[src/program.hex]
// one 32-bit instruction word per line in hex, first line at byte address 0
// text after the word is the assembly of that word
2001000c // addi r1, r0, 12
20020005 // addi r2, r0, 5
2003fff9 // addi r3, r0, -7
200a0040 // addi r10, r0, 64
00000000 // nop
00222020 // add  r4, r1, r2
00232822 // sub  r5, r1, r3
00223024 // and  r6, r1, r2
00223825 // or   r7, r1, r2
ac040000 // sw   r4, 0(r0)
ac050000 // sw   r5, 0(r0)
ac060000 // sw   r6, 0(r0)
ac070000 // sw   r7, 0(r0)
0061402a // slt  r8, r3, r1
00024900 // sll  r9, r2, 4
202b0064 // addi r11, r1, 100
ad440000 // sw   r4, 0(r10)
ac080000 // sw   r8, 0(r0)
ac090000 // sw   r9, 0(r0)
ac0b0000 // sw   r11, 0(r0)
8d4c0000 // lw   r12, 0(r10)
10220001 // beq  r1, r2, +1   not taken
14210001 // bne  r1, r1, +1   not taken
200d0007 // addi r13, r0, 7
ac0c0004 // sw   r12, 4(r0)
10210001 // beq  r1, r1, +1   taken
ac000000 // sw   r0, 0(r0)    flushed
14220001 // bne  r1, r2, +1   taken
ac000000 // sw   r0, 0(r0)    flushed
0800001f // j    31
ac000004 // sw   r0, 4(r0)    jumped over
0c000023 // jal  35
ac0d0000 // sw   r13, 0(r0)   return point of jr
ac0e0000 // sw   r14, 0(r0)
08000022 // j    34           self-jump, end of program
200e0009 // addi r14, r0, 9
00000000 // nop
ac1f0004 // sw   r31, 4(r0)
03e00008 // jr   r31
ac000004 // sw   r0, 4(r0)    flushed
[src/logic/mips_pkg.sv]
package mips_pkg;

	// ############################################################
	// widths and sizes
	// ############################################################
	localparam int XLEN       = 32;
	localparam int REG_AW     = 5;
	localparam int SHAMT_W    = 5;
	localparam int IMEM_WORDS = 64;
	localparam int DMEM_WORDS = 64;
	// word index widths, byte offset dropped
	localparam int IMEM_AW    = $clog2(IMEM_WORDS);
	localparam int DMEM_AW    = $clog2(DMEM_WORDS);

	localparam string IMEM_FILE = "/design/src/program.hex";
	// jal return address lands here
	localparam int LINK_REG = 31;

	typedef logic [XLEN-1:0]   word_t;
	typedef logic [REG_AW-1:0] reg_idx_t;

	// ############################################################
	// encodings
	// ############################################################
	// primary opcode, instr[31:26]
	typedef enum logic [5:0] {
		OP_RTYPE = 6'h00,
		OP_J     = 6'h02,
		OP_JAL   = 6'h03,
		OP_BEQ   = 6'h04,
		OP_BNE   = 6'h05,
		OP_ADDI  = 6'h08,
		OP_LW    = 6'h23,
		OP_SW    = 6'h2b
	} opcode_t;

	// r-type function, instr[5:0]
	typedef enum logic [5:0] {
		FN_SLL = 6'h00,
		FN_JR  = 6'h08,
		FN_ADD = 6'h20,
		FN_SUB = 6'h22,
		FN_AND = 6'h24,
		FN_OR  = 6'h25,
		FN_SLT = 6'h2a
	} funct_t;

	typedef enum logic [2:0] {ALU_ADD, ALU_SUB, ALU_AND, ALU_OR, ALU_SLT, ALU_SLL} alu_op_t;
	typedef enum logic [1:0] {DST_RT, DST_RD, DST_RA} dst_sel_t;
	typedef enum logic [1:0] {WB_ALU, WB_MEM, WB_LINK} wb_sel_t;
	// branches stay PC_SEQ here, taken branches come from the compare
	typedef enum logic [1:0] {PC_SEQ, PC_JUMP, PC_REG} pc_sel_t;

endpackage

[src/logic/pipe_if.sv]


// execute -> memory stage boundary
interface ex_mem_if;
	import mips_pkg::*;
	word_t    alu_result;
	word_t    store_data;
	reg_idx_t dest;
	logic     mem_read;
	logic     mem_write;
	wb_sel_t  wb_sel;
	logic     reg_write;
	word_t    pc_plus4;

	modport src (output alu_result, store_data, dest, mem_read, mem_write, wb_sel,
		reg_write, pc_plus4);
	modport dst (input alu_result, store_data, dest, mem_read, mem_write, wb_sel,
		reg_write, pc_plus4);
endinterface

// memory -> writeback, consumed by the register file in decode
interface mem_wb_if;
	import mips_pkg::*;
	word_t    alu_result;
	word_t    mem_data;
	reg_idx_t dest;
	wb_sel_t  wb_sel;
	logic     reg_write;
	word_t    pc_plus4;

	modport src (output alu_result, mem_data, dest, wb_sel, reg_write, pc_plus4);
	modport dst (input alu_result, mem_data, dest, wb_sel, reg_write, pc_plus4);
endinterface

[src/logic/memory_unit.sv]
`timescale 1ns/1ps

module memory_unit (
	input  logic            clk,
	input  logic            rst,
	ex_mem_if.dst           ex_mem,
	mem_wb_if.src           mem_wb,
	output mips_pkg::word_t out1,
	output mips_pkg::word_t out2
);
	import mips_pkg::*;

	word_t              dmem [DMEM_WORDS];
	logic [DMEM_AW-1:0] dmem_addr;

	// word index, byte offset ignored
	assign dmem_addr = ex_mem.alu_result[DMEM_AW+1:2];

	// store lands at end of the memory cycle
	always_ff @(posedge clk) begin
		if (rst) begin
			for (int i = 0; i < DMEM_WORDS; i++) begin
				dmem[i] <= '0;
			end
		end else if (ex_mem.mem_write) begin
			dmem[dmem_addr] <= ex_mem.store_data;
		end
	end

	// observation words
	assign out1 = dmem[0];
	assign out2 = dmem[1];

	// memory/writeback register
	always_ff @(posedge clk) begin
		if (rst) begin
			mem_wb.alu_result <= '0;
			mem_wb.mem_data   <= '0;
			mem_wb.dest       <= '0;
			mem_wb.wb_sel     <= WB_ALU;
			mem_wb.reg_write  <= 1'b0;
			mem_wb.pc_plus4   <= '0;
		end else begin
			mem_wb.alu_result <= ex_mem.alu_result;
			// only loads sample the array
			mem_wb.mem_data   <= ex_mem.mem_read ? dmem[dmem_addr] : '0;
			mem_wb.dest       <= ex_mem.dest;
			mem_wb.wb_sel     <= ex_mem.wb_sel;
			mem_wb.reg_write  <= ex_mem.reg_write;
			mem_wb.pc_plus4   <= ex_mem.pc_plus4;
		end
	end

endmodule

[src/flat_wrapper.sv]
// flat-port wrapper written by rule: the top's interface ports become plain ports
module memory_unit_flat import mips_pkg::*;
  (clk, rst, out1, out2, ex_mem_alu_result, ex_mem_store_data, ex_mem_dest, ex_mem_mem_read, ex_mem_mem_write, ex_mem_wb_sel, ex_mem_reg_write, ex_mem_pc_plus4, mem_wb_alu_result, mem_wb_mem_data, mem_wb_dest, mem_wb_wb_sel, mem_wb_reg_write, mem_wb_pc_plus4);
  ex_mem_if ex_mem_i ();
  mem_wb_if mem_wb_i ();
  input  logic clk;
  input  logic rst;
  output mips_pkg::word_t out1;
  output mips_pkg::word_t out2;
  input wire logic [$bits(ex_mem_i.alu_result)-1:0] ex_mem_alu_result;
  input wire logic [$bits(ex_mem_i.store_data)-1:0] ex_mem_store_data;
  input wire logic [$bits(ex_mem_i.dest)-1:0] ex_mem_dest;
  input wire logic [$bits(ex_mem_i.mem_read)-1:0] ex_mem_mem_read;
  input wire logic [$bits(ex_mem_i.mem_write)-1:0] ex_mem_mem_write;
  input wire logic [$bits(ex_mem_i.wb_sel)-1:0] ex_mem_wb_sel;
  input wire logic [$bits(ex_mem_i.reg_write)-1:0] ex_mem_reg_write;
  input wire logic [$bits(ex_mem_i.pc_plus4)-1:0] ex_mem_pc_plus4;
  output wire logic [$bits(mem_wb_i.alu_result)-1:0] mem_wb_alu_result;
  output wire logic [$bits(mem_wb_i.mem_data)-1:0] mem_wb_mem_data;
  output wire logic [$bits(mem_wb_i.dest)-1:0] mem_wb_dest;
  output wire logic [$bits(mem_wb_i.wb_sel)-1:0] mem_wb_wb_sel;
  output wire logic [$bits(mem_wb_i.reg_write)-1:0] mem_wb_reg_write;
  output wire logic [$bits(mem_wb_i.pc_plus4)-1:0] mem_wb_pc_plus4;
  assign ex_mem_i.alu_result = ex_mem_alu_result;
  assign ex_mem_i.store_data = ex_mem_store_data;
  assign ex_mem_i.dest = ex_mem_dest;
  assign ex_mem_i.mem_read = ex_mem_mem_read;
  assign ex_mem_i.mem_write = ex_mem_mem_write;
  assign ex_mem_i.wb_sel = ex_mem_wb_sel;
  assign ex_mem_i.reg_write = ex_mem_reg_write;
  assign ex_mem_i.pc_plus4 = ex_mem_pc_plus4;
  assign mem_wb_alu_result = mem_wb_i.alu_result;
  assign mem_wb_mem_data = mem_wb_i.mem_data;
  assign mem_wb_dest = mem_wb_i.dest;
  assign mem_wb_wb_sel = mem_wb_i.wb_sel;
  assign mem_wb_reg_write = mem_wb_i.reg_write;
  assign mem_wb_pc_plus4 = mem_wb_i.pc_plus4;
  memory_unit u_core (.clk(clk), .rst(rst), .ex_mem(ex_mem_i), .mem_wb(mem_wb_i), .out1(out1), .out2(out2));
endmodule
[config.mk]
export PLATFORM = sky130hd
export DESIGN_NAME = memory_unit_flat
export DESIGN_NICKNAME = d
export VERILOG_FILES = /design/src/logic/mips_pkg.sv /design/src/logic/pipe_if.sv /design/src/logic/memory_unit.sv /design/src/flat_wrapper.sv
export SDC_FILE = /design/constraint.sdc
export NUM_CORES = 2
export LEC_CHECK = 0
export ABC_CLOCK_PERIOD_IN_PS = 3800
export CORE_MARGIN = 10
export CORE_UTILIZATION = 69
export CTS_CLUSTER_DIAMETER = 60
export CTS_CLUSTER_SIZE = 40
export DETAILED_ROUTE_END_ITERATION = 16
export DONT_BUFFER_PORTS = 1
export PLACE_DENSITY = 0.81
export SLEW_MARGIN = 10
export SYNTH_ARGS = -nofsm -noshare
export SYNTH_HDL_FRONTEND = slang
export SYNTH_SLANG_ARGS = --single-unit
[constraint.sdc]
create_clock -name clk -period 3.8 [get_ports clk]
set_input_delay 0.76 -clock clk [delete_from_list [all_inputs] [get_ports clk]]
set_output_delay 0.76 -clock clk [all_outputs]
set_load 0.05 [all_outputs]
==> reports/metrics.csv <==
metric;value;unit
outcome;finished with violations;
violations;slew limit, setup timing;
die_w;391;um
vias_per_cell;7.30;
critPathKind;primary input to register;
grt-ovfl-total;0;
hpwl;191;mm
path_max_fanout;351;
cp_slowest_cell;o21ai_0;
timing.hold.ws;51.2;ps
drtPass1Iterations;9;
via_count;64585;
p_per_area;466;nW/um^2
seq_area_frac_synth;0.668;
avgSynthCellArea;13.3;um^2
dpl-instance-area;98400;um^2
netlist_area;95200;um^2
critPathRequiredTime;4470;ps
grt_max_degree;352;
grt_pass1_wl;445;mm
wl_per_cell;35.7;um
ir_drop;0.478;mV
cts-root-buf;clkbuf_16;
synth-edff-count;2048;
hold_depth;1;
synthArstFlopShare;0;
synth_warnings;0;
start_util;0.693;
antenna_found_initial;32;
synth_top_cell_area_share;0.646;
cp_num_cells;7;
worst_pin_slew;1510;ps
clk_latency;830;ps
fp.coreArea;137000;um^2
grt_pass1_vias;61242;
dieArea;153000;um^2
worst_slack;-7.55;ps
synth_nets;7262;
synth.most_common_cell;and2_1;
ys_ff_latch;2152;
critPathBufInv;1;
synth_top_cell_by_area;edfxtp_1;
layout_min_cycle_time;3810;ps
die-height;391;um
slew_headroom;-0.00424;
drv_cap;0;
clock.fmax;263;MHz
cts_tree;yes;
netlist_top_cells_count;and2_1 (2,052), edfxtp_1 (2,048), clkbuf_1 (562);
power.leakage;35.8;nW
cp_top_family;compound AO/OA/AOI/OAI gates;
reg2reg_depth;5;
post_cts_buffers;0;
skew;30.2;ps
synthCells;7154;
drv_slew;28;
path_clk_slew;100;ps
gp_congestion;1.01;
power;0.0482;W
path_cells;nor2b_4 > buf_12 > a221oi_1 > nor2_1 > o21ai_0 > and3_1 > a31oi_1;
num-nets-final;7033;
drt-total-wl;316;mm
critPathArrivalTime;4470;ps
ys.flop_type;edfxtp_1;
cts_buffers;138;
syn_to_final_growth;8.65;%
cts_sinks;2152;
hold_class;primary input to register;
final_area;103000;um^2
critPathLaunchType;primary input;
critPathCaptureType;register;
rsz0062_at_grt;false;
clk_path_buf_depth;3;
htreeDepth;4;
track_usage;0.406;
drive_gt1_frac;0.131;
ioPinCount;276;
drc;0;
hold_viol_final;0;
std_cell_rows;136;
drt-initial-drc-count;12705;
synth_area_leaders;edfxtp_1 (65%), and2_1 (13%), a221oi_1 (4.0%);
finalCritPeriodShare;1.00;
port-buffer-count;0;
ant_nets;0;
slowest_delay;1020;ps
synth.distinct_cells;61;
setup-violations-final;1;
-- cell families after synthesis --
logic type / count (synthesis) / share of synthesized area
compound gates: 1270 / 0.0984
mux: 272 / 0.0338
buf+inv: 776 / 0.0331
simple gates: 2684 / 0.167
flops: 2152 / 0.668
-- registers in the layout, summed over array words and instances, names as in the netlist --
name                      flops
u_core.dmem                2048
u_core.mem_wb.alu_result     32
u_core.mem_wb.dest            5
u_core.mem_wb.mem_data       32
u_core.mem_wb.pc_plus4       32
u_core.mem_wb.reg_write       1
u_core.mem_wb.wb_sel          2
-- what timing repair did --
| item | in CTS | in global routing |
|---|---|---|
| gates resized for setup | 0 | 0 |
| endpoints found under the hold margin | 2 | 0 |
| hold buffers | 1 | 0 |
| setup endpoints to repair | 0 | 0 |
-- power breakdown --
part           switching (W)  total [W]  leakage [nW]  internal [W]
logic                0.00219    0.00333          13.1       0.00113
clock network        0.00877     0.0169          2.42       0.00812
registers           0.000869     0.0280          20.3        0.0271
total                 0.0118     0.0482          35.8        0.0363
-- final cells by class --
class	instances	area, um^2
Clock buffer	157	3810
Antenna cell	15	37.5
Fill cell	8173	33900
Timing Repair Buffer	402	3940
Clock inverter	101	1140
Multi-Input combinational cell	4226	28600
Tap cell	1794	2240
Sequential cell	2152	63600
Inverter	5	26.3
-- placed cells by master (no fill, tap or decap), types with 70 or more instances in the layout --
cell type / synthesis / routed
and2_1: 2052 / 2052
edfxtp_1: 2048 / 2048
a221oi_1: 430 / 430
buf_4: 17 / 327
a22oi_1: 307 / 307
nor2_1: 335 / 284
o21ai_0: 179 / 177
clkbuf_16: 0 / 149
mux2i_1: 128 / 128
o22ai_1: 124 / 124
mux2_2: 116 / 116
dfxtp_1: 104 / 104
a31oi_1: 75 / 75
buf_12: 0 / 73
nor2b_1: 74 / 70
-- path summary, 6_finish.rpt --
kind | from | to | slack, ps
worst min-delay path | ex_mem_pc_plus4[15] | u_core.mem_wb.pc_plus4[15]$_SDFF_PP0_ | 50
worst max register to register | u_core.dmem[1][13]$_SDFFCE_PN0P_ | u_core.mem_wb.mem_data[13]$_SDFF_PP0_ | 800
worst min register to register | u_core.dmem[36][22]$_SDFFCE_PN0P_ | u_core.mem_wb.mem_data[22]$_SDFF_PP0_ | 740
worst max-delay path | ex_mem_alu_result[4] | u_core.mem_wb.mem_data[15]$_SDFF_PP0_ | -8
-- metrics by stage --
step / worst slack, ps / TNS (ps) / util / cells
finish: -7.55 / -7.55 / 0.753 / 8852
global route: 497 / 0 / 0.753 / 8837
CTS: 1010 / 0 / 0.753 / 8837
detailed placement: 178 / 0 / 0.717 / 8578
global placement: -196 / -280 / 0.717 / 8576
floorplan: 985 / 0 / - / 7154
-- per-layer routing --
layer / vias up / routed length [um] / track usage
met4: 20 / 21700 / 0.230
met3: 1010 / 56500 / 0.164
li1: 25822 / - / -
met1: 31592 / 103000 / 0.529
met2: 6141 / 134000 / 0.578
met5: - / 126 / 0
No activity file was read; power rests on OpenSTA's default activity.
