--- src/program.hex ---
// one 32-bit instruction word per line in hex, first line at byte address 0
// text after the word is the assembly of that word
2001000c // addi r1, r0, 12
20020005 // addi r2, r0, 5
2003fff9 // addi r3, r0, -7
200a0040 // addi r10, r0, 64
00000000 // nop
00222020 // add  r4, r1, r2
00232822 // sub  r5, r1, r3
00223024 // and  r6, r1, r2
00223825 // or   r7, r1, r2
ac040000 // sw   r4, 0(r0)
ac050000 // sw   r5, 0(r0)
ac060000 // sw   r6, 0(r0)
ac070000 // sw   r7, 0(r0)
0061402a // slt  r8, r3, r1
00024900 // sll  r9, r2, 4
202b0064 // addi r11, r1, 100
ad440000 // sw   r4, 0(r10)
ac080000 // sw   r8, 0(r0)
ac090000 // sw   r9, 0(r0)
ac0b0000 // sw   r11, 0(r0)
8d4c0000 // lw   r12, 0(r10)
10220001 // beq  r1, r2, +1   not taken
14210001 // bne  r1, r1, +1   not taken
200d0007 // addi r13, r0, 7
ac0c0004 // sw   r12, 4(r0)
10210001 // beq  r1, r1, +1   taken
ac000000 // sw   r0, 0(r0)    flushed
14220001 // bne  r1, r2, +1   taken
ac000000 // sw   r0, 0(r0)    flushed
0800001f // j    31
ac000004 // sw   r0, 4(r0)    jumped over
0c000023 // jal  35
ac0d0000 // sw   r13, 0(r0)   return point of jr
ac0e0000 // sw   r14, 0(r0)
08000022 // j    34           self-jump, end of program
200e0009 // addi r14, r0, 9
00000000 // nop
ac1f0004 // sw   r31, 4(r0)
03e00008 // jr   r31
ac000004 // sw   r0, 4(r0)    flushed
--- src/logic/mips_pkg.sv ---
package mips_pkg;

	// ############################################################
	// widths and sizes
	// ############################################################
	localparam int XLEN       = 32;
	localparam int REG_AW     = 5;
	localparam int SHAMT_W    = 5;
	localparam int IMEM_WORDS = 64;
	localparam int DMEM_WORDS = 64;
	// word index widths, byte offset dropped
	localparam int IMEM_AW    = $clog2(IMEM_WORDS);
	localparam int DMEM_AW    = $clog2(DMEM_WORDS);

	localparam string IMEM_FILE = "/design/src/program.hex";
	// jal return address lands here
	localparam int LINK_REG = 31;

	typedef logic [XLEN-1:0]   word_t;
	typedef logic [REG_AW-1:0] reg_idx_t;

	// ############################################################
	// encodings
	// ############################################################
	// primary opcode, instr[31:26]
	typedef enum logic [5:0] {
		OP_RTYPE = 6'h00,
		OP_J     = 6'h02,
		OP_JAL   = 6'h03,
		OP_BEQ   = 6'h04,
		OP_BNE   = 6'h05,
		OP_ADDI  = 6'h08,
		OP_LW    = 6'h23,
		OP_SW    = 6'h2b
	} opcode_t;

	// r-type function, instr[5:0]
	typedef enum logic [5:0] {
		FN_SLL = 6'h00,
		FN_JR  = 6'h08,
		FN_ADD = 6'h20,
		FN_SUB = 6'h22,
		FN_AND = 6'h24,
		FN_OR  = 6'h25,
		FN_SLT = 6'h2a
	} funct_t;

	typedef enum logic [2:0] {ALU_ADD, ALU_SUB, ALU_AND, ALU_OR, ALU_SLT, ALU_SLL} alu_op_t;
	typedef enum logic [1:0] {DST_RT, DST_RD, DST_RA} dst_sel_t;
	typedef enum logic [1:0] {WB_ALU, WB_MEM, WB_LINK} wb_sel_t;
	// branches stay PC_SEQ here, taken branches come from the compare
	typedef enum logic [1:0] {PC_SEQ, PC_JUMP, PC_REG} pc_sel_t;

endpackage

--- src/logic/pipe_if.sv ---
`timescale 1ns/1ps

// decode -> execute stage boundary
interface id_ex_if;
	import mips_pkg::*;
	// operands
	word_t             rs_val;
	word_t             rt_val;
	word_t             imm;
	logic [SHAMT_W-1:0] shamt;
	// destination candidates
	reg_idx_t          rt;
	reg_idx_t          rd;
	// control
	alu_op_t           alu_op;
	logic              use_imm;
	logic              use_shamt;
	dst_sel_t          dst_sel;
	logic              mem_read;
	logic              mem_write;
	wb_sel_t           wb_sel;
	logic              reg_write;
	word_t             pc_plus4;

	modport src (output rs_val, rt_val, imm, shamt, rt, rd, alu_op, use_imm, use_shamt,
		dst_sel, mem_read, mem_write, wb_sel, reg_write, pc_plus4);
	modport dst (input rs_val, rt_val, imm, shamt, rt, rd, alu_op, use_imm, use_shamt,
		dst_sel, mem_read, mem_write, wb_sel, reg_write, pc_plus4);
endinterface


// memory -> writeback, consumed by the register file in decode
interface mem_wb_if;
	import mips_pkg::*;
	word_t    alu_result;
	word_t    mem_data;
	reg_idx_t dest;
	wb_sel_t  wb_sel;
	logic     reg_write;
	word_t    pc_plus4;

	modport src (output alu_result, mem_data, dest, wb_sel, reg_write, pc_plus4);
	modport dst (input alu_result, mem_data, dest, wb_sel, reg_write, pc_plus4);
endinterface

--- src/logic/control_decoder.sv ---
`timescale 1ns/1ps

module control_decoder (
	input  mips_pkg::opcode_t  opcode,
	input  mips_pkg::funct_t   funct,
	output mips_pkg::alu_op_t  alu_op,
	output logic               use_imm,
	output logic               use_shamt,
	output mips_pkg::dst_sel_t dst_sel,
	output logic               mem_read,
	output logic               mem_write,
	output mips_pkg::wb_sel_t  wb_sel,
	output logic               reg_write,
	output mips_pkg::pc_sel_t  pc_sel,
	output logic               branch_eq,
	output logic               branch_ne
);
	import mips_pkg::*;

	always_comb begin
		// bubble defaults, no writes anywhere
		alu_op    = ALU_ADD;
		use_imm   = 1'b0;
		use_shamt = 1'b0;
		dst_sel   = DST_RT;
		mem_read  = 1'b0;
		mem_write = 1'b0;
		wb_sel    = WB_ALU;
		reg_write = 1'b0;
		pc_sel    = PC_SEQ;
		branch_eq = 1'b0;
		branch_ne = 1'b0;
		case (opcode)
			OP_RTYPE: begin
				dst_sel   = DST_RD;
				reg_write = 1'b1;
				case (funct)
					FN_ADD: alu_op = ALU_ADD;
					FN_SUB: alu_op = ALU_SUB;
					FN_AND: alu_op = ALU_AND;
					FN_OR:  alu_op = ALU_OR;
					FN_SLT: alu_op = ALU_SLT;
					FN_SLL: begin
						alu_op    = ALU_SLL;
						use_shamt = 1'b1;
					end
					// jr only steers the pc
					FN_JR: begin
						reg_write = 1'b0;
						pc_sel    = PC_REG;
					end
					default: reg_write = 1'b0;
				endcase
			end
			OP_ADDI: begin
				use_imm   = 1'b1;
				reg_write = 1'b1;
			end
			OP_LW: begin
				use_imm   = 1'b1;
				mem_read  = 1'b1;
				wb_sel    = WB_MEM;
				reg_write = 1'b1;
			end
			OP_SW: begin
				use_imm   = 1'b1;
				mem_write = 1'b1;
			end
			OP_BEQ: branch_eq = 1'b1;
			OP_BNE: branch_ne = 1'b1;
			OP_J:   pc_sel = PC_JUMP;
			// link pc + 4 into r31
			OP_JAL: begin
				pc_sel    = PC_JUMP;
				dst_sel   = DST_RA;
				wb_sel    = WB_LINK;
				reg_write = 1'b1;
			end
			default: ;
		endcase
	end

endmodule

--- src/logic/decode_unit.sv ---
`timescale 1ns/1ps

module decode_unit (
	input  logic            clk,
	input  logic            rst,
	input  mips_pkg::word_t instr,
	input  mips_pkg::word_t pc_plus4,
	output logic            redirect,
	output mips_pkg::word_t target,
	id_ex_if.src            id_ex,
	mem_wb_if.dst           mem_wb
);
	import mips_pkg::*;

	// instruction fields
	opcode_t            opcode;
	funct_t             funct;
	reg_idx_t           rs;
	reg_idx_t           rt;
	reg_idx_t           rd;
	logic [SHAMT_W-1:0] shamt;
	word_t              imm;

	// control
	alu_op_t  alu_op;
	logic     use_imm;
	logic     use_shamt;
	dst_sel_t dst_sel;
	logic     mem_read;
	logic     mem_write;
	wb_sel_t  wb_sel;
	logic     reg_write;
	pc_sel_t  pc_sel;
	logic     branch_eq;
	logic     branch_ne;

	word_t rs_val;
	word_t rt_val;
	word_t wb_data;
	word_t branch_target;
	word_t jump_target;
	logic  operands_equal;
	logic  branch_taken;

	assign opcode = opcode_t'(instr[31:26]);
	assign funct  = funct_t'(instr[5:0]);
	assign rs     = instr[25:21];
	assign rt     = instr[20:16];
	assign rd     = instr[15:11];
	assign shamt  = instr[10:6];
	// sign extend
	assign imm    = {{(XLEN-16){instr[15]}}, instr[15:0]};

	control_decoder u_ctrl (
		.opcode    (opcode),
		.funct     (funct),
		.alu_op    (alu_op),
		.use_imm   (use_imm),
		.use_shamt (use_shamt),
		.dst_sel   (dst_sel),
		.mem_read  (mem_read),
		.mem_write (mem_write),
		.wb_sel    (wb_sel),
		.reg_write (reg_write),
		.pc_sel    (pc_sel),
		.branch_eq (branch_eq),
		.branch_ne (branch_ne)
	);

	// ############################################################
	// writeback select, done here next to the register file
	// ############################################################
	always_comb begin
		case (mem_wb.wb_sel)
			WB_MEM:  wb_data = mem_wb.mem_data;
			WB_LINK: wb_data = mem_wb.pc_plus4;
			default: wb_data = mem_wb.alu_result;
		endcase
	end

	register_file u_rf (
		.clk     (clk),
		.rst     (rst),
		.we      (mem_wb.reg_write),
		.waddr   (mem_wb.dest),
		.wdata   (wb_data),
		.raddr_a (rs),
		.raddr_b (rt),
		.rdata_a (rs_val),
		.rdata_b (rt_val)
	);

	// ############################################################
	// branch and jump resolution
	// ############################################################
	assign operands_equal = (rs_val == rt_val);
	assign branch_taken   = (branch_eq & operands_equal) | (branch_ne & ~operands_equal);
	assign branch_target  = pc_plus4 + (imm << 2);
	// region bits come from the delay-free pc + 4
	assign jump_target    = {pc_plus4[XLEN-1:28], instr[25:0], 2'b00};
	assign redirect       = branch_taken | (pc_sel != PC_SEQ);

	always_comb begin
		case (pc_sel)
			PC_JUMP: target = jump_target;
			PC_REG:  target = rs_val;
			default: target = branch_target;
		endcase
	end

	// decode/execute register
	always_ff @(posedge clk) begin
		if (rst) begin
			id_ex.rs_val    <= '0;
			id_ex.rt_val    <= '0;
			id_ex.imm       <= '0;
			id_ex.shamt     <= '0;
			id_ex.rt        <= '0;
			id_ex.rd        <= '0;
			id_ex.alu_op    <= ALU_ADD;
			id_ex.use_imm   <= 1'b0;
			id_ex.use_shamt <= 1'b0;
			id_ex.dst_sel   <= DST_RT;
			id_ex.mem_read  <= 1'b0;
			id_ex.mem_write <= 1'b0;
			id_ex.wb_sel    <= WB_ALU;
			id_ex.reg_write <= 1'b0;
			id_ex.pc_plus4  <= '0;
		end else begin
			id_ex.rs_val    <= rs_val;
			id_ex.rt_val    <= rt_val;
			id_ex.imm       <= imm;
			id_ex.shamt     <= shamt;
			id_ex.rt        <= rt;
			id_ex.rd        <= rd;
			id_ex.alu_op    <= alu_op;
			id_ex.use_imm   <= use_imm;
			id_ex.use_shamt <= use_shamt;
			id_ex.dst_sel   <= dst_sel;
			id_ex.mem_read  <= mem_read;
			id_ex.mem_write <= mem_write;
			id_ex.wb_sel    <= wb_sel;
			id_ex.reg_write <= reg_write;
			id_ex.pc_plus4  <= pc_plus4;
		end
	end

endmodule

--- src/logic/register_file.sv ---
`timescale 1ns/1ps

module register_file (
	input  logic               clk,
	input  logic               rst,
	input  logic               we,
	input  mips_pkg::reg_idx_t waddr,
	input  mips_pkg::word_t    wdata,
	input  mips_pkg::reg_idx_t raddr_a,
	input  mips_pkg::reg_idx_t raddr_b,
	output mips_pkg::word_t    rdata_a,
	output mips_pkg::word_t    rdata_b
);
	import mips_pkg::*;

	word_t regs [2**REG_AW];

	// written at end of writeback, no bypass to decode
	always_ff @(posedge clk) begin
		if (rst) begin
			for (int i = 0; i < 2**REG_AW; i++) begin
				regs[i] <= '0;
			end
		end else if (we && waddr != '0) begin
			regs[waddr] <= wdata;
		end
	end

	// r0 hardwired
	assign rdata_a = (raddr_a == '0) ? '0 : regs[raddr_a];
	assign rdata_b = (raddr_b == '0) ? '0 : regs[raddr_b];

endmodule

--- src/flat_wrapper.sv ---
// flat-port wrapper written by rule: the top's interface ports become plain ports
module decode_unit_flat import mips_pkg::*;
  (clk, rst, instr, pc_plus4, redirect, target, id_ex_rs_val, id_ex_rt_val, id_ex_imm, id_ex_shamt, id_ex_rt, id_ex_rd, id_ex_alu_op, id_ex_use_imm, id_ex_use_shamt, id_ex_dst_sel, id_ex_mem_read, id_ex_mem_write, id_ex_wb_sel, id_ex_reg_write, id_ex_pc_plus4, mem_wb_alu_result, mem_wb_mem_data, mem_wb_dest, mem_wb_wb_sel, mem_wb_reg_write, mem_wb_pc_plus4);
  id_ex_if id_ex_i ();
  mem_wb_if mem_wb_i ();
  input  logic clk;
  input  logic rst;
  input  mips_pkg::word_t instr;
  input  mips_pkg::word_t pc_plus4;
  output logic redirect;
  output mips_pkg::word_t target;
  output wire logic [$bits(id_ex_i.rs_val)-1:0] id_ex_rs_val;
  output wire logic [$bits(id_ex_i.rt_val)-1:0] id_ex_rt_val;
  output wire logic [$bits(id_ex_i.imm)-1:0] id_ex_imm;
  output wire logic [$bits(id_ex_i.shamt)-1:0] id_ex_shamt;
  output wire logic [$bits(id_ex_i.rt)-1:0] id_ex_rt;
  output wire logic [$bits(id_ex_i.rd)-1:0] id_ex_rd;
  output wire logic [$bits(id_ex_i.alu_op)-1:0] id_ex_alu_op;
  output wire logic [$bits(id_ex_i.use_imm)-1:0] id_ex_use_imm;
  output wire logic [$bits(id_ex_i.use_shamt)-1:0] id_ex_use_shamt;
  output wire logic [$bits(id_ex_i.dst_sel)-1:0] id_ex_dst_sel;
  output wire logic [$bits(id_ex_i.mem_read)-1:0] id_ex_mem_read;
  output wire logic [$bits(id_ex_i.mem_write)-1:0] id_ex_mem_write;
  output wire logic [$bits(id_ex_i.wb_sel)-1:0] id_ex_wb_sel;
  output wire logic [$bits(id_ex_i.reg_write)-1:0] id_ex_reg_write;
  output wire logic [$bits(id_ex_i.pc_plus4)-1:0] id_ex_pc_plus4;
  input wire logic [$bits(mem_wb_i.alu_result)-1:0] mem_wb_alu_result;
  input wire logic [$bits(mem_wb_i.mem_data)-1:0] mem_wb_mem_data;
  input wire logic [$bits(mem_wb_i.dest)-1:0] mem_wb_dest;
  input wire logic [$bits(mem_wb_i.wb_sel)-1:0] mem_wb_wb_sel;
  input wire logic [$bits(mem_wb_i.reg_write)-1:0] mem_wb_reg_write;
  input wire logic [$bits(mem_wb_i.pc_plus4)-1:0] mem_wb_pc_plus4;
  assign id_ex_rs_val = id_ex_i.rs_val;
  assign id_ex_rt_val = id_ex_i.rt_val;
  assign id_ex_imm = id_ex_i.imm;
  assign id_ex_shamt = id_ex_i.shamt;
  assign id_ex_rt = id_ex_i.rt;
  assign id_ex_rd = id_ex_i.rd;
  assign id_ex_alu_op = id_ex_i.alu_op;
  assign id_ex_use_imm = id_ex_i.use_imm;
  assign id_ex_use_shamt = id_ex_i.use_shamt;
  assign id_ex_dst_sel = id_ex_i.dst_sel;
  assign id_ex_mem_read = id_ex_i.mem_read;
  assign id_ex_mem_write = id_ex_i.mem_write;
  assign id_ex_wb_sel = id_ex_i.wb_sel;
  assign id_ex_reg_write = id_ex_i.reg_write;
  assign id_ex_pc_plus4 = id_ex_i.pc_plus4;
  assign mem_wb_i.alu_result = mem_wb_alu_result;
  assign mem_wb_i.mem_data = mem_wb_mem_data;
  assign mem_wb_i.dest = mem_wb_dest;
  assign mem_wb_i.wb_sel = mem_wb_wb_sel;
  assign mem_wb_i.reg_write = mem_wb_reg_write;
  assign mem_wb_i.pc_plus4 = mem_wb_pc_plus4;
  decode_unit u_core (.clk(clk), .rst(rst), .instr(instr), .pc_plus4(pc_plus4), .redirect(redirect), .target(target), .id_ex(id_ex_i), .mem_wb(mem_wb_i));
endmodule
--- config.mk ---
export PLATFORM = sky130hd
export DESIGN_NAME = decode_unit_flat
export DESIGN_NICKNAME = d
export VERILOG_FILES = /design/src/logic/mips_pkg.sv /design/src/logic/pipe_if.sv /design/src/logic/control_decoder.sv /design/src/logic/decode_unit.sv /design/src/logic/register_file.sv /design/src/flat_wrapper.sv
export SDC_FILE = /design/constraint.sdc
export NUM_CORES = 2
export LEC_CHECK = 0
export ABC_CLOCK_PERIOD_IN_PS = 13700
export BUFFER_PORTS_ARGS = -buffer_cell sky130_fd_sc_hd__buf_2
export CAP_MARGIN = 20
export CORE_AREA = 5 5 313 315
export DETAILED_ROUTE_END_ITERATION = 10
export DIE_AREA = 0 0 318 320
export PLACE_DENSITY_LB_ADDON = 0.2
export SKIP_CTS_REPAIR_TIMING = 1
export SYNTH_ARGS = -nofsm -noshare
export SYNTH_HDL_FRONTEND = slang
export SYNTH_SLANG_ARGS = --single-unit
--- constraint.sdc ---
create_clock -name clk -period 13.7 [get_ports clk]
set_input_delay 4.11 -clock clk [delete_from_list [all_inputs] [get_ports clk]]
set_output_delay 4.11 -clock clk [all_outputs]
set_load 0.05 [all_outputs]
==> impl_metrics.env <==
export IMPL_outcome="completed"
export IMPL_area_growth_pct=12.5
export IMPL_clkSinkCount=1152
export IMPL_crit_family="simple AND/OR/NAND/NOR gates"
export IMPL_grt_max_degree=93
export IMPL_power_switching_mw=2.49
export IMPL_netlist_area_sq_um=58400
export IMPL_hold_viol=0
export IMPL_place_inst=5591
export IMPL_clk_latency_ps=730
export IMPL_drcViolationCount=0
export IMPL_cp_data_required_time_ps=9590
export IMPL_drive_gt1_frac=0.298
export IMPL_grt_overflow=0
export IMPL_power_total_mw=8.99
export IMPL_dieArea_sq_um=102000
export IMPL_filler_cell_count=6204
export IMPL_synth_most_common_cell="nor2_1"
export IMPL_ys_top_cells_by_count="1,139 x nor2_1, 1,024 x edfxtp_1, 530 x mux4_2"
export IMPL_relSlewSlack=0.201
export IMPL_yosys_most_used_dff="edfxtp_1"
export IMPL_pre_cts_slack_ps=576
export IMPL_power_density_nw_per_um2=137
export IMPL_finalSetupViolCount=0
export IMPL_regArea_sq_um=33300
export IMPL_synthArstFlopShare=0
export IMPL_fmax_mhz=74.7
export IMPL_synth_warnings=0
export IMPL_die_y_microns=320
export IMPL_clk_pin_slew_ps=60
export IMPL_cpMostUsedCell="buf_2"
export IMPL_h_tree_depth=3
export IMPL_fin_util=0.694
export IMPL_hp_class="flop to flop"
export IMPL_die_w_microns=318
export IMPL_grt_pass1_vias=42600
export IMPL_ys_ff_latch=1152
export IMPL_path_cells="buf_2, and2_2, a22oi_1, a21oi_1, nor2_1, xor2_1, a2111oi_0, nand4_1, nor4_2, xnor2_1, o21ai_1, buf_2"
export IMPL_p_sw_frac=0.277
export IMPL_fin_skew_ps=31.9
export IMPL_maxCapViolations=0
export IMPL_pin_count=358
export IMPL_yosys_area_top_type_share=0.527
export IMPL_intPower_mw=6.50
export IMPL_endpoint_kind="output pin"
export IMPL_slowest_delay_ps=930
export IMPL_synth_area_leaders="edfxtp_1 53%, mux4_2 20%, nor2_1 7.3%"
export IMPL_dpl_hpwl_microns=127000
export IMPL_port_buffers=357
export IMPL_ctsRootBufferMaster="clkbuf_16"
export IMPL_dpl_cell_area_sq_um=61500
export IMPL_drt_vias_per_instance=7.45
export IMPL_tns_ps=0
export IMPL_cp_max_fo=26
export IMPL_yosysUniqueCellTypes=73
export IMPL_synth_edf_count=1024
export IMPL_multi_input_area_sq_um=23400
export IMPL_wirelength_microns=218000
export IMPL_setup_ws_ps=312
export IMPL_dr_pass1_iters=10
export IMPL_syn_inst=4220
export IMPL_worstPathArrival_ps=9280
export IMPL_grt_pass1_wl_microns=304000
export IMPL_cp_start_kind="input port"
export IMPL_hold_ws_ps=979
export IMPL_wl_per_cell_microns=37.4
export IMPL_rows=113
export IMPL_antenna_found_initial=16
export IMPL_cts_made_buffers=118
export IMPL_cts_tree="built"
export IMPL_ant_nets=0
export IMPL_instances_no_fill=5827
export IMPL_grt_usage=0.420
export IMPL_worstSetupPathType="input port to output pin"
export IMPL_comb_power_share=0.162
export IMPL_initial_core_util=0.617
export IMPL_crit_buf_inv=2
export IMPL_rsz0062_at_grt="no"
export IMPL_synth_avg_cell_area_sq_um=13.8
export IMPL_clockPowerShare=0.379
export IMPL_slew_viol_final=0
export IMPL_power_leakage_nw=22.9
export IMPL_first_iter_violations=8599
export IMPL_min_period_ps=13390
export IMPL_gp_congestion=0.946
export IMPL_cts_buffer_depth=3
export IMPL_nets=4653
export IMPL_critPathSlowestCell="and2_2"
export IMPL_synth_largest_area_cell="edfxtp_1"
export IMPL_vdd_drop_max_mv=0.111
export IMPL_tightestPinTransition_ps=1190
export IMPL_reg2reg_slack_ps=11090
export IMPL_timing_final_crit_share=0.977
export IMPL_vias=43400
export IMPL_core_sq_um=94600
export IMPL_fin_area_sq_um=65600
export IMPL_ys_seq_area_frac=0.571
export IMPL_p_seq_frac=0.459
==> layout by cell type (no fill, tap or decap), types with 67 or more instances in the layout <==
cell type / n
nand2_1: 77
clkbuf_16: 125
mux2i_1: 67
a22oi_1: 183
edfxtp_1: 1024
buf_2: 351
buf_4: 146
a21oi_1: 78
mux4_2: 530
dfxtp_1: 128
nor2_1: 1137
==> registers in the layout, indices dropped and copies added (netlist names) <==
register and cells:
u_core.id_ex.rs_val 32, u_core.id_ex.imm 8, u_core.id_ex.rd 4, u_core.id_ex.rt 5, u_core.id_ex.wb_sel 2, u_core.id_ex.reg_write 1
u_core.id_ex.use_imm 1, u_core.id_ex.use_shamt 1, u_core.id_ex.pc_plus4 32, u_core.id_ex.mem_write 1, u_core.id_ex.shamt 4, u_core.id_ex.rt_val 32
u_core.id_ex.alu_op 3, u_core.u_rf.regs 1024, u_core.id_ex.dst_sel 2
==> layout make-up <==
type,count,area share
clock inverter,64,0.0102
inverter,19,0.00109
clock buffer,162,0.0525
sequential,1152,0.508
tap,1265,0.0241
antenna,8,0.000305
timing repair buffer,514,0.0480
multi-input combinational,2643,0.356
==> layer usage <==
layer  share of wire  track usage  routed length [microns]  vias to the layer above
met2            0.43        0.626                    94300                     4833
li1                -            -                        -                    16400
met4           0.089        0.279                    19400                       20
met1            0.29        0.506                    64100                    20900
met3            0.18        0.177                    39900                     1229
met5         0.00097            0                      212                        -
==> power by group through the flow <==
stage / Clock [mW] / Sequential [mW] / Combinational [mW]
2_1_floorplan: 0 / 4.25 / 0.850
3_3_place_gp: 0 / 4.17 / 1.39
3_5_place_dp: 0 / 4.19 / 1.41
4_1_cts: 3.39 / 4.12 / 1.41
5_1_grt: 3.55 / 4.14 / 1.49
6_report: 3.41 / 4.12 / 1.46
==> worst paths after layout <==
kind | startpoint | to | cells after the start
worst max register to register | u_core.u_rf.regs[2][23]$_SDFFCE_PN0P_ | u_core.id_ex.rt_val[23]$_SDFF_PP0_ | 5
worst max-delay path | instr[23] | redirect | 12
worst min-delay path | u_core.u_rf.regs[3][5]$_SDFFCE_PN0P_ | u_core.id_ex.rt_val[5]$_SDFF_PP0_ | 6
worst min register to register | u_core.u_rf.regs[3][5]$_SDFFCE_PN0P_ | u_core.id_ex.rt_val[5]$_SDFF_PP0_ | 6
==> logic make-up after synthesis <==
kind of cell,count (synthesis),synth area share
AOI/OAI and AO/OA,450,0.0517
xor gates and xnor gates,56,0.00841
adders and majority gates,35,0.00763
buffers and inverters,456,0.0382
DFF,1152,0.571
muxes,609,0.220
other,1,0.0000643
and+or+nand+nor,1461,0.103
==> worst register-to-register path: stages, from the launching register on <==
cell,delay (ps)
edfxtp_1,420
mux4_2,480
mux2i_1,240
o22ai_1,180
a2111oi_0,840
nor3_1,270
Power figures use the tool's default switching activity.
