**src/program.hex**
```
// one 32-bit instruction word per line in hex, first line at byte address 0
// text after the word is the assembly of that word
2001000c // addi r1, r0, 12
20020005 // addi r2, r0, 5
2003fff9 // addi r3, r0, -7
200a0040 // addi r10, r0, 64
00000000 // nop
00222020 // add  r4, r1, r2
00232822 // sub  r5, r1, r3
00223024 // and  r6, r1, r2
00223825 // or   r7, r1, r2
ac040000 // sw   r4, 0(r0)
ac050000 // sw   r5, 0(r0)
ac060000 // sw   r6, 0(r0)
ac070000 // sw   r7, 0(r0)
0061402a // slt  r8, r3, r1
00024900 // sll  r9, r2, 4
202b0064 // addi r11, r1, 100
ad440000 // sw   r4, 0(r10)
ac080000 // sw   r8, 0(r0)
ac090000 // sw   r9, 0(r0)
ac0b0000 // sw   r11, 0(r0)
8d4c0000 // lw   r12, 0(r10)
10220001 // beq  r1, r2, +1   not taken
14210001 // bne  r1, r1, +1   not taken
200d0007 // addi r13, r0, 7
ac0c0004 // sw   r12, 4(r0)
10210001 // beq  r1, r1, +1   taken
ac000000 // sw   r0, 0(r0)    flushed
14220001 // bne  r1, r2, +1   taken
ac000000 // sw   r0, 0(r0)    flushed
0800001f // j    31
ac000004 // sw   r0, 4(r0)    jumped over
0c000023 // jal  35
ac0d0000 // sw   r13, 0(r0)   return point of jr
ac0e0000 // sw   r14, 0(r0)
08000022 // j    34           self-jump, end of program
200e0009 // addi r14, r0, 9
00000000 // nop
ac1f0004 // sw   r31, 4(r0)
03e00008 // jr   r31
ac000004 // sw   r0, 4(r0)    flushed
```
**src/logic/mips_pkg.sv**
```systemverilog
package mips_pkg;

	// ############################################################
	// widths and sizes
	// ############################################################
	localparam int XLEN       = 32;
	localparam int REG_AW     = 5;
	localparam int SHAMT_W    = 5;
	localparam int IMEM_WORDS = 64;
	localparam int DMEM_WORDS = 64;
	// word index widths, byte offset dropped
	localparam int IMEM_AW    = $clog2(IMEM_WORDS);
	localparam int DMEM_AW    = $clog2(DMEM_WORDS);

	localparam string IMEM_FILE = "/design/src/program.hex";
	// jal return address lands here
	localparam int LINK_REG = 31;

	typedef logic [XLEN-1:0]   word_t;
	typedef logic [REG_AW-1:0] reg_idx_t;

	// ############################################################
	// encodings
	// ############################################################
	// primary opcode, instr[31:26]
	typedef enum logic [5:0] {
		OP_RTYPE = 6'h00,
		OP_J     = 6'h02,
		OP_JAL   = 6'h03,
		OP_BEQ   = 6'h04,
		OP_BNE   = 6'h05,
		OP_ADDI  = 6'h08,
		OP_LW    = 6'h23,
		OP_SW    = 6'h2b
	} opcode_t;

	// r-type function, instr[5:0]
	typedef enum logic [5:0] {
		FN_SLL = 6'h00,
		FN_JR  = 6'h08,
		FN_ADD = 6'h20,
		FN_SUB = 6'h22,
		FN_AND = 6'h24,
		FN_OR  = 6'h25,
		FN_SLT = 6'h2a
	} funct_t;

	typedef enum logic [2:0] {ALU_ADD, ALU_SUB, ALU_AND, ALU_OR, ALU_SLT, ALU_SLL} alu_op_t;
	typedef enum logic [1:0] {DST_RT, DST_RD, DST_RA} dst_sel_t;
	typedef enum logic [1:0] {WB_ALU, WB_MEM, WB_LINK} wb_sel_t;
	// branches stay PC_SEQ here, taken branches come from the compare
	typedef enum logic [1:0] {PC_SEQ, PC_JUMP, PC_REG} pc_sel_t;

endpackage

```
**src/logic/fetch_unit.sv**
```systemverilog
`timescale 1ns/1ps

module fetch_unit (
	input  logic            clk,
	input  logic            rst,
	input  logic            redirect,
	input  mips_pkg::word_t target,
	output mips_pkg::word_t instr,
	output mips_pkg::word_t pc_plus4
);
	import mips_pkg::*;

	word_t pc;
	word_t seq_pc;
	// instruction rom
	word_t imem [IMEM_WORDS];

	initial begin
		$readmemh(IMEM_FILE, imem);
	end

	assign seq_pc = pc + XLEN'(4);

	// ############################################################
	// pc and fetch/decode register
	// ############################################################
	always_ff @(posedge clk) begin
		if (rst) begin
			pc       <= '0;
			instr    <= '0;
			pc_plus4 <= '0;
		end else begin
			// decode owns redirect, target wins over pc + 4
			pc       <= redirect ? target : seq_pc;
			// flush the wrong-path fetch into an all-zero bubble
			instr    <= redirect ? '0 : imem[pc[IMEM_AW+1:2]];
			pc_plus4 <= seq_pc;
		end
	end

endmodule

```
**config.mk**
```make
export PLATFORM = sky130hd
export DESIGN_NAME = fetch_unit
export DESIGN_NICKNAME = d
export VERILOG_FILES = /design/src/logic/mips_pkg.sv /design/src/logic/fetch_unit.sv
export SDC_FILE = /design/constraint.sdc
export NUM_CORES = 1
export LEC_CHECK = 0
export BUFFER_PORTS_ARGS = -buffer_cell sky130_fd_sc_hd__buf_2
export CAP_MARGIN = 20
export CORE_MARGIN = 2
export CORE_UTILIZATION = 30
export CTS_CLUSTER_SIZE = 30
export DETAILED_ROUTE_END_ITERATION = 16
export PLACE_DENSITY = 0.5
export SYNTH_ARGS = -nofsm -noshare
export SYNTH_HDL_FRONTEND = slang
export SYNTH_SLANG_ARGS = --single-unit
export TNS_END_PERCENT = 50
```
**constraint.sdc**
```tcl
create_clock -name clk -period 4.61 [get_ports clk]
set_input_delay 0.6915 -clock clk [delete_from_list [all_inputs] [get_ports clk]]
set_output_delay 0.6915 -clock clk [all_outputs]
set_load 0.02 [all_outputs]
```
==> impl_metrics.csv, run 1 <==
group,metric,value,unit
sta,worst_clock_skew,8.55,ps
clock_tree,hold_buffers,0,
synthesis,ys_top_cells_by_area,"dfxtp_1 48%, nor2_1 9.1%, buf_4 8.9%",
sta,fmax,502,MHz
worst_setup_path,cp.arrival,2230,ps
synthesis,synthCells,295,
layout,fin_nets,393,
sta,setup-violations-final,0,
clock_tree,cts_sinks,64,
layout,final_cell_mix,"66 x buf_2, 65 x nor2_1, 64 x dfxtp_1, 32 x conb_1, 22 x a211oi_1",
sta,timing.hold.ws,458,ps
placed_design,place_hpwl,3.96,mm
die,row_count,34,
die,start_util,30.8,%
global_routing,grt_usage,12.0,%
power_and_ir_drop,clockPowerShare,36.6,%
layout,final_common_cell,"buf_2",
power_and_ir_drop,vdd_ir_drop_max,0.162,mV
die,num_io_pins,99,
sta,min_period,1990,ps
placed_design,placed_area,0.00297,mm2
global_routing,gr-total-overflow,0,
die,die_x,98.6,um
sta,rsz0062_at_grt,"no",
outcome,outcome,"finished, final reports clean",
layout,fin_cells,468,
sta,finalHoldViolCount,0,
clock_tree,cts_tree,"done",
clock_tree,cts_setup_buffers,0,
power_and_ir_drop,comb_power_share,11.6,%
worst_setup_path,rr_startpoint,"pc[2]",
route,vias,2045,
power_and_ir_drop,pwr-share-seq,51.8,%
worst_setup_path,startpoint,"pc[2]",
worst_hold_path,hp-start,"pc[0]",
worst_setup_path,worst_setup_path_end_kind,"flip-flop",
worst_setup_path,crit_family,"simple AND/OR/NAND/NOR gates",
power_and_ir_drop,p_leak,1.35,nW
synthesis,syn_avg_cell_area,9.11,um2
route,drt-total-wl,5.58,mm
clock_tree,numCtsBuffers,9,
placed_design,place_inst,453,
sta,worst_pin_slew,690,ps
worst_setup_path,critPathMaxFanout,8,
clock_tree,htree_levels,3,
route,avgRoutedWirePerCell,11.9,um
layout,drive_above_1_share,24.7,%
sta,relSlewSlack,54.0,%
synthesis,ys_ff_latch,64,
route,ant_nets,0,
global_routing,grt_max_degree,65,
layout,antenna_cells,0,
worst_hold_path,hold_path.class,"reg2reg",
synthesis,synth_area,0.00269,mm2
worst_setup_path,path_buf_inv,0,
worst_setup_path,cp.required,4850,ps
clock_tree,clkTransAtPathRegs,70,ps
layout,stdcell_area,0.00317,mm2
global_routing,antenna_found_initial,0,
sta,fin_tns_setup,0,ps
worst_setup_path,critical_path.max_stage_delay,430,ps
clock_tree,clock_latency,330,ps
power_and_ir_drop,cell_internal_pwr,868,uW
power_and_ir_drop,swShare,26.1,%
synthesis,ys_seq_area_share,47.7,%
worst_setup_path,cp-start-kind,"flip-flop",
route,routed_via_density,4.37,
power_and_ir_drop,p_per_area,371,mW/mm2
placed_design,place_congestion,0.811,
worst_setup_path,cp_slowest_cell,"dfxtp_1",
die,dieArea,0.00973,mm2
power_and_ir_drop,power.switching,307,uW
worst_setup_path,critPathKind,"reg2reg",
clock_tree,clk_path_buf_depth,2,
synthesis,yosysTopAreaCellShare,47.7,%
global_routing,grt_pass1_vias,1888,
synthesis,ys_types,27,
sta,slew_viol_final,0,
placed_design,portBuffers,66,
synthesis,ys_warn_count,0,
die,die_y,98.6,um
synthesis,yosys.area.top_type,"dfxtp_1",
sta,period_share,43.2,%
route,drtIter0Drc,103,
clock_tree,cts_resized,0,
worst_setup_path,crit_path_cell_trace,"ha_1 -> and3_1 -> nand2_1 -> nor4_2 -> xnor2_1 -> a211oi_1",
die,core_area,0.00872,mm2
route,first_pass_iters,4,
global_routing,grt_pass1_wl,9.04,mm
route,drcViolationCount,0,
flow_run,drv_cap,0,
clock_tree,cts_root_buf,"clkbuf_8",
layout,area_delta_synth_final,17.9,%
-- cell families after synthesis --
family | count (synthesis) | share of synthesized area (%)
compound gates | 32 | 8.29
mux | 3 | 1.12
buf+inv | 51 | 11.6
fa+ha+maj | 1 | 0.466
simple gates | 115 | 21.5
flops | 64 | 47.7
other cells | 1 | 0.140
xor+xnor | 28 | 9.13
-- per-layer routing --
layer	share of wire, %	wire, um	track usage (%)
met1	48	2660	16.4
met2	44	2450	16.7
met3	7.6	424	4.61
met4	0.79	44	5.16
met5	0	0	0
-- flip-flops by register name (all words and copies together), names as in the netlist --
register,cells
pc,32
pc_plus4,32
-- synth_stat cells --
| library cell | instances |
|---|---|
| nor2_1 | 65 |
| dfxtp_1 | 64 |
| buf_4 | 32 |
| a211oi_1 | 22 |
| xnor2_1 | 16 |
| clkbuf_1 | 15 |
| xor2_1 | 12 |
| nand2_1 | 10 |
| nand3_1 | 9 |
| nand4_1 | 9 |
| a21oi_1 | 7 |
| and4_1 | 4 |
| nor2b_1 | 4 |
| nor3_2 | 4 |
| inv_1 | 3 |
| mux2i_1 | 3 |
| nor3_1 | 3 |
| o21bai_1 | 3 |
| nor4_2 | 2 |
| and3_1 | 1 |
| and4_2 | 1 |
| clkbuf_2 | 1 |
| conb_1 | 1 |
| ha_1 | 1 |
| nand4_4 | 1 |
| nor4_1 | 1 |
| or4_4 | 1 |
-- stage by stage --
stage | worst slack, ps | util [%] | total power [mW]
6_report | 2620 | 36.3 | 1.18
5_1_grt | 2400 | 36.3 | 1.24
3_5_place_dp | 2340 | 34.1 | 0.757
4_1_cts | 2580 | 36.1 | 1.19
3_3_place_gp | 2410 | 34.1 | 0.756
2_1_floorplan | 2850 | - | 0.735
-- final timing paths --
kind / end / slack [ps] / cells past startpoint
min reg2reg: pc_plus4[0] / 460 / 1
max: pc[24] / 2620 / 6
min: pc_plus4[0] / 460 / 1
max reg2reg: pc[24] / 2620 / 6
-- power groups by stage --
stage | clock [mW] | sequential, mW | combinational (mW)
CTS | 0.447 | 0.609 | 0.137
finish | 0.430 | 0.609 | 0.137
global placement | 0 | 0.620 | 0.136
global route | 0.474 | 0.613 | 0.152
detailed placement | 0 | 0.621 | 0.136
floorplan | 0 | 0.635 | 0.0997
-- final cells by class --
type / count / area (um2)
timing repair buffer: 68 / 358
clock buffer: 14 / 173
sequential: 64 / 1280
inverter: 3 / 11.3
tap: 108 / 135
fill: 921 / 5550
multi-input combinational: 211 / 1210
Power figures use the tool's default switching activity.
==> inputs of run 2 (changes only) <==
--- a/config.mk
+++ b/config.mk
@@ -11,7 +11,7 @@
 export CORE_UTILIZATION = 30
 export CTS_CLUSTER_SIZE = 30
 export DETAILED_ROUTE_END_ITERATION = 16
-export PLACE_DENSITY = 0.5
+export PLACE_DENSITY = 0.52
 export SYNTH_ARGS = -nofsm -noshare
 export SYNTH_HDL_FRONTEND = slang
 export SYNTH_SLANG_ARGS = --single-unit
==> constraint.sdc (replaced) <==
create_clock -name clk -period 1.6 [get_ports clk]
set_input_delay 0.24 -clock clk [delete_from_list [all_inputs] [get_ports clk]]
set_output_delay 0.24 -clock clk [all_outputs]
set_load 0.02 [all_outputs]
==> run 2 against run 1 <==
Against the previous run:
- the run now ends with setup timing left
- combinational power increased to 3.5 times the previous value
- sequential cell count unchanged
- sequential share of layout area shrank 4.1 points
- clock power rose to 3.5 times the previous value
- critical path depth is 1 lower
- total power rose to 3.2 times the previous value
- fmax grew 24%
- largest cell class is now multi-input combinational cells
==> impl_metrics.csv, run 2 (same netlist as run 1, synthesis figures left out) <==
group,metric,value,unit
global_routing,grt_pass1_wl,9.89,mm
sta,worst_clock_skew,10.7,ps
die,row_count,34,
layout,final_common_cell,"buf_2",
worst_setup_path,crit_path_cell_trace,"nand3_2 -> or4_4 -> nor4_4 -> xnor2_1 -> a21oi_1",
clock_tree,cts_tree,"done",
placed_design,place_hpwl,4.39,mm
layout,final_cell_mix,"66 x buf_2, 64 x nor2_1, 50 x dfxtp_1, 32 x conb_1, 25 x buf_4",
layout,fin_nets,421,
clock_tree,cts_root_buf,"clkbuf_8",
worst_setup_path,cp.arrival,1830,ps
sta,min_period,1610,ps
clock_tree,hold_buffers,0,
sta,fmax,622,MHz
clock_tree,clkTransAtPathRegs,70,ps
placed_design,place_inst,480,
worst_setup_path,reg2reg_slack,-8,ps
power_and_ir_drop,p_per_area,1040,mW/mm2
power_and_ir_drop,vdd_ir_drop_max,0.356,mV
sta,finalHoldViolCount,0,
layout,largestRegisters,"pc: 32 flops, pc_plus4: 32 flops",
route,drcViolationCount,0,
worst_setup_path,cp-start-kind,"flip-flop",
global_routing,grt_max_degree,51,
worst_setup_path,cp.required,1820,ps
route,drt-total-wl,6.02,mm
global_routing,grt_pass1_vias,2116,
layout,fin_cells,498,
route,first_pass_iters,4,
clock_tree,clk_path_buf_depth,2,
worst_setup_path,path_buf_inv,0,
placed_design,place_congestion,0.825,
worst_setup_path,cp_slowest_cell,"or4_4",
power_and_ir_drop,p_leak,1.62,nW
global_routing,antenna_found_initial,0,
route,avgRoutedWirePerCell,12.1,um
die,core_area,0.00872,mm2
clock_tree,numCtsBuffers,9,
layout,drive_above_1_share,37.9,%
clock_tree,htree_levels,3,
die,num_io_pins,99,
clock_tree,cts_sinks,64,
clock_tree,clock_latency,340,ps
sta,period_share,100,%
worst_setup_path,crit_family,"simple AND/OR/NAND/NOR gates",
worst_setup_path,critical_path.max_stage_delay,630,ps
die,die_y,98.6,um
sta,rsz0062_at_grt,"yes",
outcome,violations,"setup timing",
layout,postLayoutCoreUtil,41.1,%
die,start_util,30.8,%
die,die_x,98.6,um
layout,antenna_cells,0,
outcome,outcome,"finished, violations left",
global_routing,grt_usage,12.9,%
die,dieArea,0.00973,mm2
worst_setup_path,critPathKind,"reg2reg",
worst_hold_path,hold_path.class,"in2reg",
route,drtIter0Drc,56,
global_routing,gr-total-overflow,0,
sta,setup-violations-final,1,
placed_design,portBuffers,66,
route,ant_nets,0,
sta,setup_slack,-7.64,ps
flow_run,drv_cap,0,
layout,area_delta_synth_final,33.6,%
route,routed_via_density,4.31,
sta,slew_viol_final,0,
route,vias,2148,
worst_setup_path,worst_setup_path_end_kind,"flip-flop",
worst_setup_path,critPathMaxFanout,5,
run 2: final cells by class:
cell class | instances | area (um2)
Fill cell | 892 | 5130
Multi-Input combinational cell | 211 | 1320
Sequential cell | 64 | 1310
Timing Repair Buffer | 96 | 601
Clock buffer | 14 | 183
Tap cell | 108 | 135
Clock inverter | 2 | 35.0
Inverter | 3 | 11.3
run 2: path summary, 6_finish.rpt:
kind / start / cells after the start / endpoint
worst max-delay path: pc[22] / 5 / pc[31]
worst min-delay path: target[2] / 3 / pc[2]
worst max register to register: pc[22] / 5 / pc[31]
worst min register to register: pc[0] / 1 / pc_plus4[0]
run 2: power by group:
part | switching (mW) | leakage (nW) | internal (mW)
clock | 0.619 | 0.113 | 0.889
sequential | 0.0600 | 0.534 | 1.69
combinational | 0.286 | 0.974 | 0.196
run 2: timing repair:
action / 4_1_cts / 5_1_grt
buffers inserted: 0 / 2
hold endpoints to repair: 0 / 0
pin swaps: 12 / 11
setup endpoints to repair: 15 / 29
resized for setup: 10 / 23
run 2: metrics by stage:
step | hold slack [ps] | instance area (um2) | total power, mW | setup WS [ps] | TNS (ps)
6_report | 135 | 3590 | 3.74 | -7.64 | -7.64
5_1_grt | 132 | 3590 | 3.93 | -98.6 | -781
4_1_cts | 117 | 3490 | 3.78 | -15.2 | -37.4
3_5_place_dp | 459 | 3250 | 2.25 | -124 | -532
3_3_place_gp | 445 | 3250 | 2.25 | -47.5 | -185
2_1_floorplan | 383 | 2850 | 2.12 | 9.46 | 0
run 2: worst min-delay path, cell delays in order:
cell and delay [ps]:
buf_2 80, a21oi_1 50, nor2_1 70
run 2: per-layer routing:
metal	global-route usage (%)	up-vias	part of all wire (%)
met2	20.5	63	46
li1	-	1109	-
met3	4.33	8	5.2
met1	16.3	968	47
met5	0	-	0
met4	4.95	0	1.6
==> inputs of run 3 (changes only) <==
--- a/config.mk
+++ b/config.mk
@@ -5,13 +5,13 @@
 export SDC_FILE = /design/constraint.sdc
 export NUM_CORES = 1
 export LEC_CHECK = 0
-export BUFFER_PORTS_ARGS = -buffer_cell sky130_fd_sc_hd__buf_2
+export BUFFER_PORTS_ARGS = -buffer_cell sky130_fd_sc_hd__clkbuf_2
 export CAP_MARGIN = 20
 export CORE_MARGIN = 2
-export CORE_UTILIZATION = 30
+export CORE_UTILIZATION = 44
 export CTS_CLUSTER_SIZE = 30
 export DETAILED_ROUTE_END_ITERATION = 16
-export PLACE_DENSITY = 0.52
+export PLACE_DENSITY = 0.72
 export SYNTH_ARGS = -nofsm -noshare
 export SYNTH_HDL_FRONTEND = slang
 export SYNTH_SLANG_ARGS = --single-unit
==> run 3 against run 2 <==
Against the previous run:
- the flow still finishes with violations (setup timing)
- worst hold slack worse by 8.0 ps
- final cell count down 6.4%
- sequential cell count unchanged
- total power down 1.8%
- sequential share of layout area up 0.47 points
- core utilization up 19 points
==> impl_metrics.csv, run 3 (same netlist as run 1, synthesis figures left out) <==
group,metric,value,unit
route,avgRoutedWirePerCell,12.1,um
clock_tree,clkTransAtPathRegs,70,ps
route,dr_wl_met2,2.70,mm
die,start_util,45.4,%
route,vias,2163,
worst_hold_path,hp-start,"target[3]",
route,first_pass_iters,4,
worst_setup_path,cp.required,1830,ps
route,routed_via_density,4.64,
clock_tree,htree_levels,3,
sta,setup-violations-final,7,
worst_hold_path,worstHoldEndpoint,"pc[3]",
worst_setup_path,worst_setup_path_end_kind,"flip-flop",
worst_setup_path,r2r_end,"pc[31]",
layout,fin_cells,466,
sta,slew_viol_final,0,
outcome,violations,"setup timing",
power_and_ir_drop,vdd_ir_drop_max,0.675,mV
clock_tree,cts_root_buf,"clkbuf_8",
clock_tree,clk_path_buf_depth,2,
sta,worst_clock_skew,12.2,ps
layout,antenna_cells,0,
placed_design,place_inst,445,
layout,n_fill_cell,546,
die,row_count,28,
power_and_ir_drop,p_leak,1.57,nW
placed_design,portBuffers,66,
route,top_layer,"met4",
route,met1_length,2.38,mm
worst_setup_path,critPathKind,"reg2reg",
sta,min_period,1670,ps
worst_setup_path,reg2reg_depth,5,
placed_design,place_congestion,0.853,
route,drtIter0Drc,87,
route,dr_wl_met3,397,um
worst_setup_path,cp-start-kind,"flip-flop",
layout,area_delta_synth_final,32.0,%
power_and_ir_drop,cell_internal_pwr,2.73,mW
placed_design,place_hpwl,3.94,mm
sta,rsz0062_at_grt,"yes",
layout,largestRegisters,"pc: 32 flops, pc_plus4: 32 flops",
global_routing,grt_usage,17.8,%
die,dieArea,0.00675,mm2
clock_tree,numCtsBuffers,9,
power_and_ir_drop,comb_power_share,13.3,%
global_routing,grt_pass1_wl,8.89,mm
flow_run,drv_cap,0,
layout,final_cell_mix,"66 x clkbuf_2, 64 x nor2_1, 49 x dfxtp_1, 32 x conb_1, 28 x buf_4",
sta,fmax,598,MHz
clock_tree,cts_sinks,64,
route,drcViolationCount,0,
die,core_area,0.00592,mm2
worst_setup_path,rr_startpoint,"pc[6]",
sta,setup_slack,-73.2,ps
global_routing,gr-total-overflow,0,
worst_hold_path,hold_depth,3,
layout,final_common_cell,"clkbuf_2",
sta,finalHoldViolCount,0,
worst_setup_path,reg2reg_slack,-70,ps
route,ant_nets,0,
die,num_io_pins,99,
layout,seqCellArea,0.00131,mm2
outcome,outcome,"finished, violations left",
clock_tree,clock_latency,350,ps
power_and_ir_drop,p_per_area,1040,mW/mm2
layout,drive_above_1_share,39.9,%
route,drt-total-wl,5.64,mm
power_and_ir_drop,pwr-share-seq,47.7,%
sta,timing.hold.ws,127,ps
layout,fin_nets,423,
global_routing,antenna_found_initial,0,
sta,period_share,105,%
layout,multi_input_area,0.00133,mm2
global_routing,grt_pass1_vias,2029,
clock_tree,cts_tree,"done",
power_and_ir_drop,clockPowerShare,38.9,%
die,die_y,82.1,um
worst_setup_path,cp.arrival,1900,ps
worst_setup_path,critPathMaxFanout,5,
global_routing,grt_max_degree,65,
power_and_ir_drop,power.switching,948,uW
die,die_x,82.1,um
worst_hold_path,hold_path.class,"in2reg",
power_and_ir_drop,swShare,25.8,%
[run 3: changes by cell type in the layout (fill, tap and decap cells not counted), sizes merged]
cell / previous run / this run
buf: 96 / 32
clkbuf: 14 / 78
clkinv: 1 / 2
[run 3: power by group through the flow]
stage	combinational, mW	sequential (mW)	clock, mW
floorplan	0.289	1.84	0
global placement	0.456	1.78	0
detailed placement	0.461	1.78	0
CTS	0.470	1.75	1.46
global route	0.540	1.76	1.52
finish	0.490	1.75	1.43
[run 3: what timing repair did]
action | 4_1_cts | 5_1_grt
gates cloned | 0 | 0
resized for setup | 13 | 21
endpoints found under the setup margin | 22 | 26
setup buffers | 3 | 3
pin swaps | 7 | 14
hold buffers | 0 | 0
[run 3: worst max-delay path: stages, from the launching register on]
cell and delay [ps]:
dfxtp_2 340, nand4_1 90, or4_4 610, nor4_4 280, xnor2_2 150, a21oi_1 80
[run 3: worst max path at each step]
stage               cells past startpoint  startpoint  slack (ps)      to
floorplan                               5      pc[20]           9  pc[31]
global placement                        5      pc[20]         -50  pc[31]
detailed placement                      5      pc[15]        -130  pc[24]
CTS                                     5       pc[6]         -40  pc[31]
global route                            5       pc[6]        -180  pc[31]
finish                                  5       pc[6]         -70  pc[31]
[run 3: area by class of cell]
class	count	share of cell area [%]
timing repair buffer	98	17.0
clock inverter	3	1.13
clock buffer	12	4.66
tap	75	2.65
sequential	64	36.9
multi-input combinational	211	37.4
inverter	3	0.318
[run 3: metrics by stage]
step | TNS, ps | area (um2) | power (mW) | worst slack, ps | utilization [%]
5_1_grt | -1330 | 3550 | 3.82 | -177 | 59.9
3_3_place_gp | -222 | 3180 | 2.24 | -50.6 | 53.7
3_5_place_dp | -605 | 3180 | 2.24 | -130 | 53.7
2_1_floorplan | 0 | 2850 | 2.12 | 9.46 | -
4_1_cts | -142 | 3440 | 3.69 | -42.5 | 58.1
6_report | -253 | 3550 | 3.67 | -73.2 | 59.9
[run 3: per-layer routing]
metal	vias up	GRT usage (%)
met3	12	4.57
li1	1105	-
met4	0	12.5
met2	78	28.9
met1	968	20.5
met5	-	0
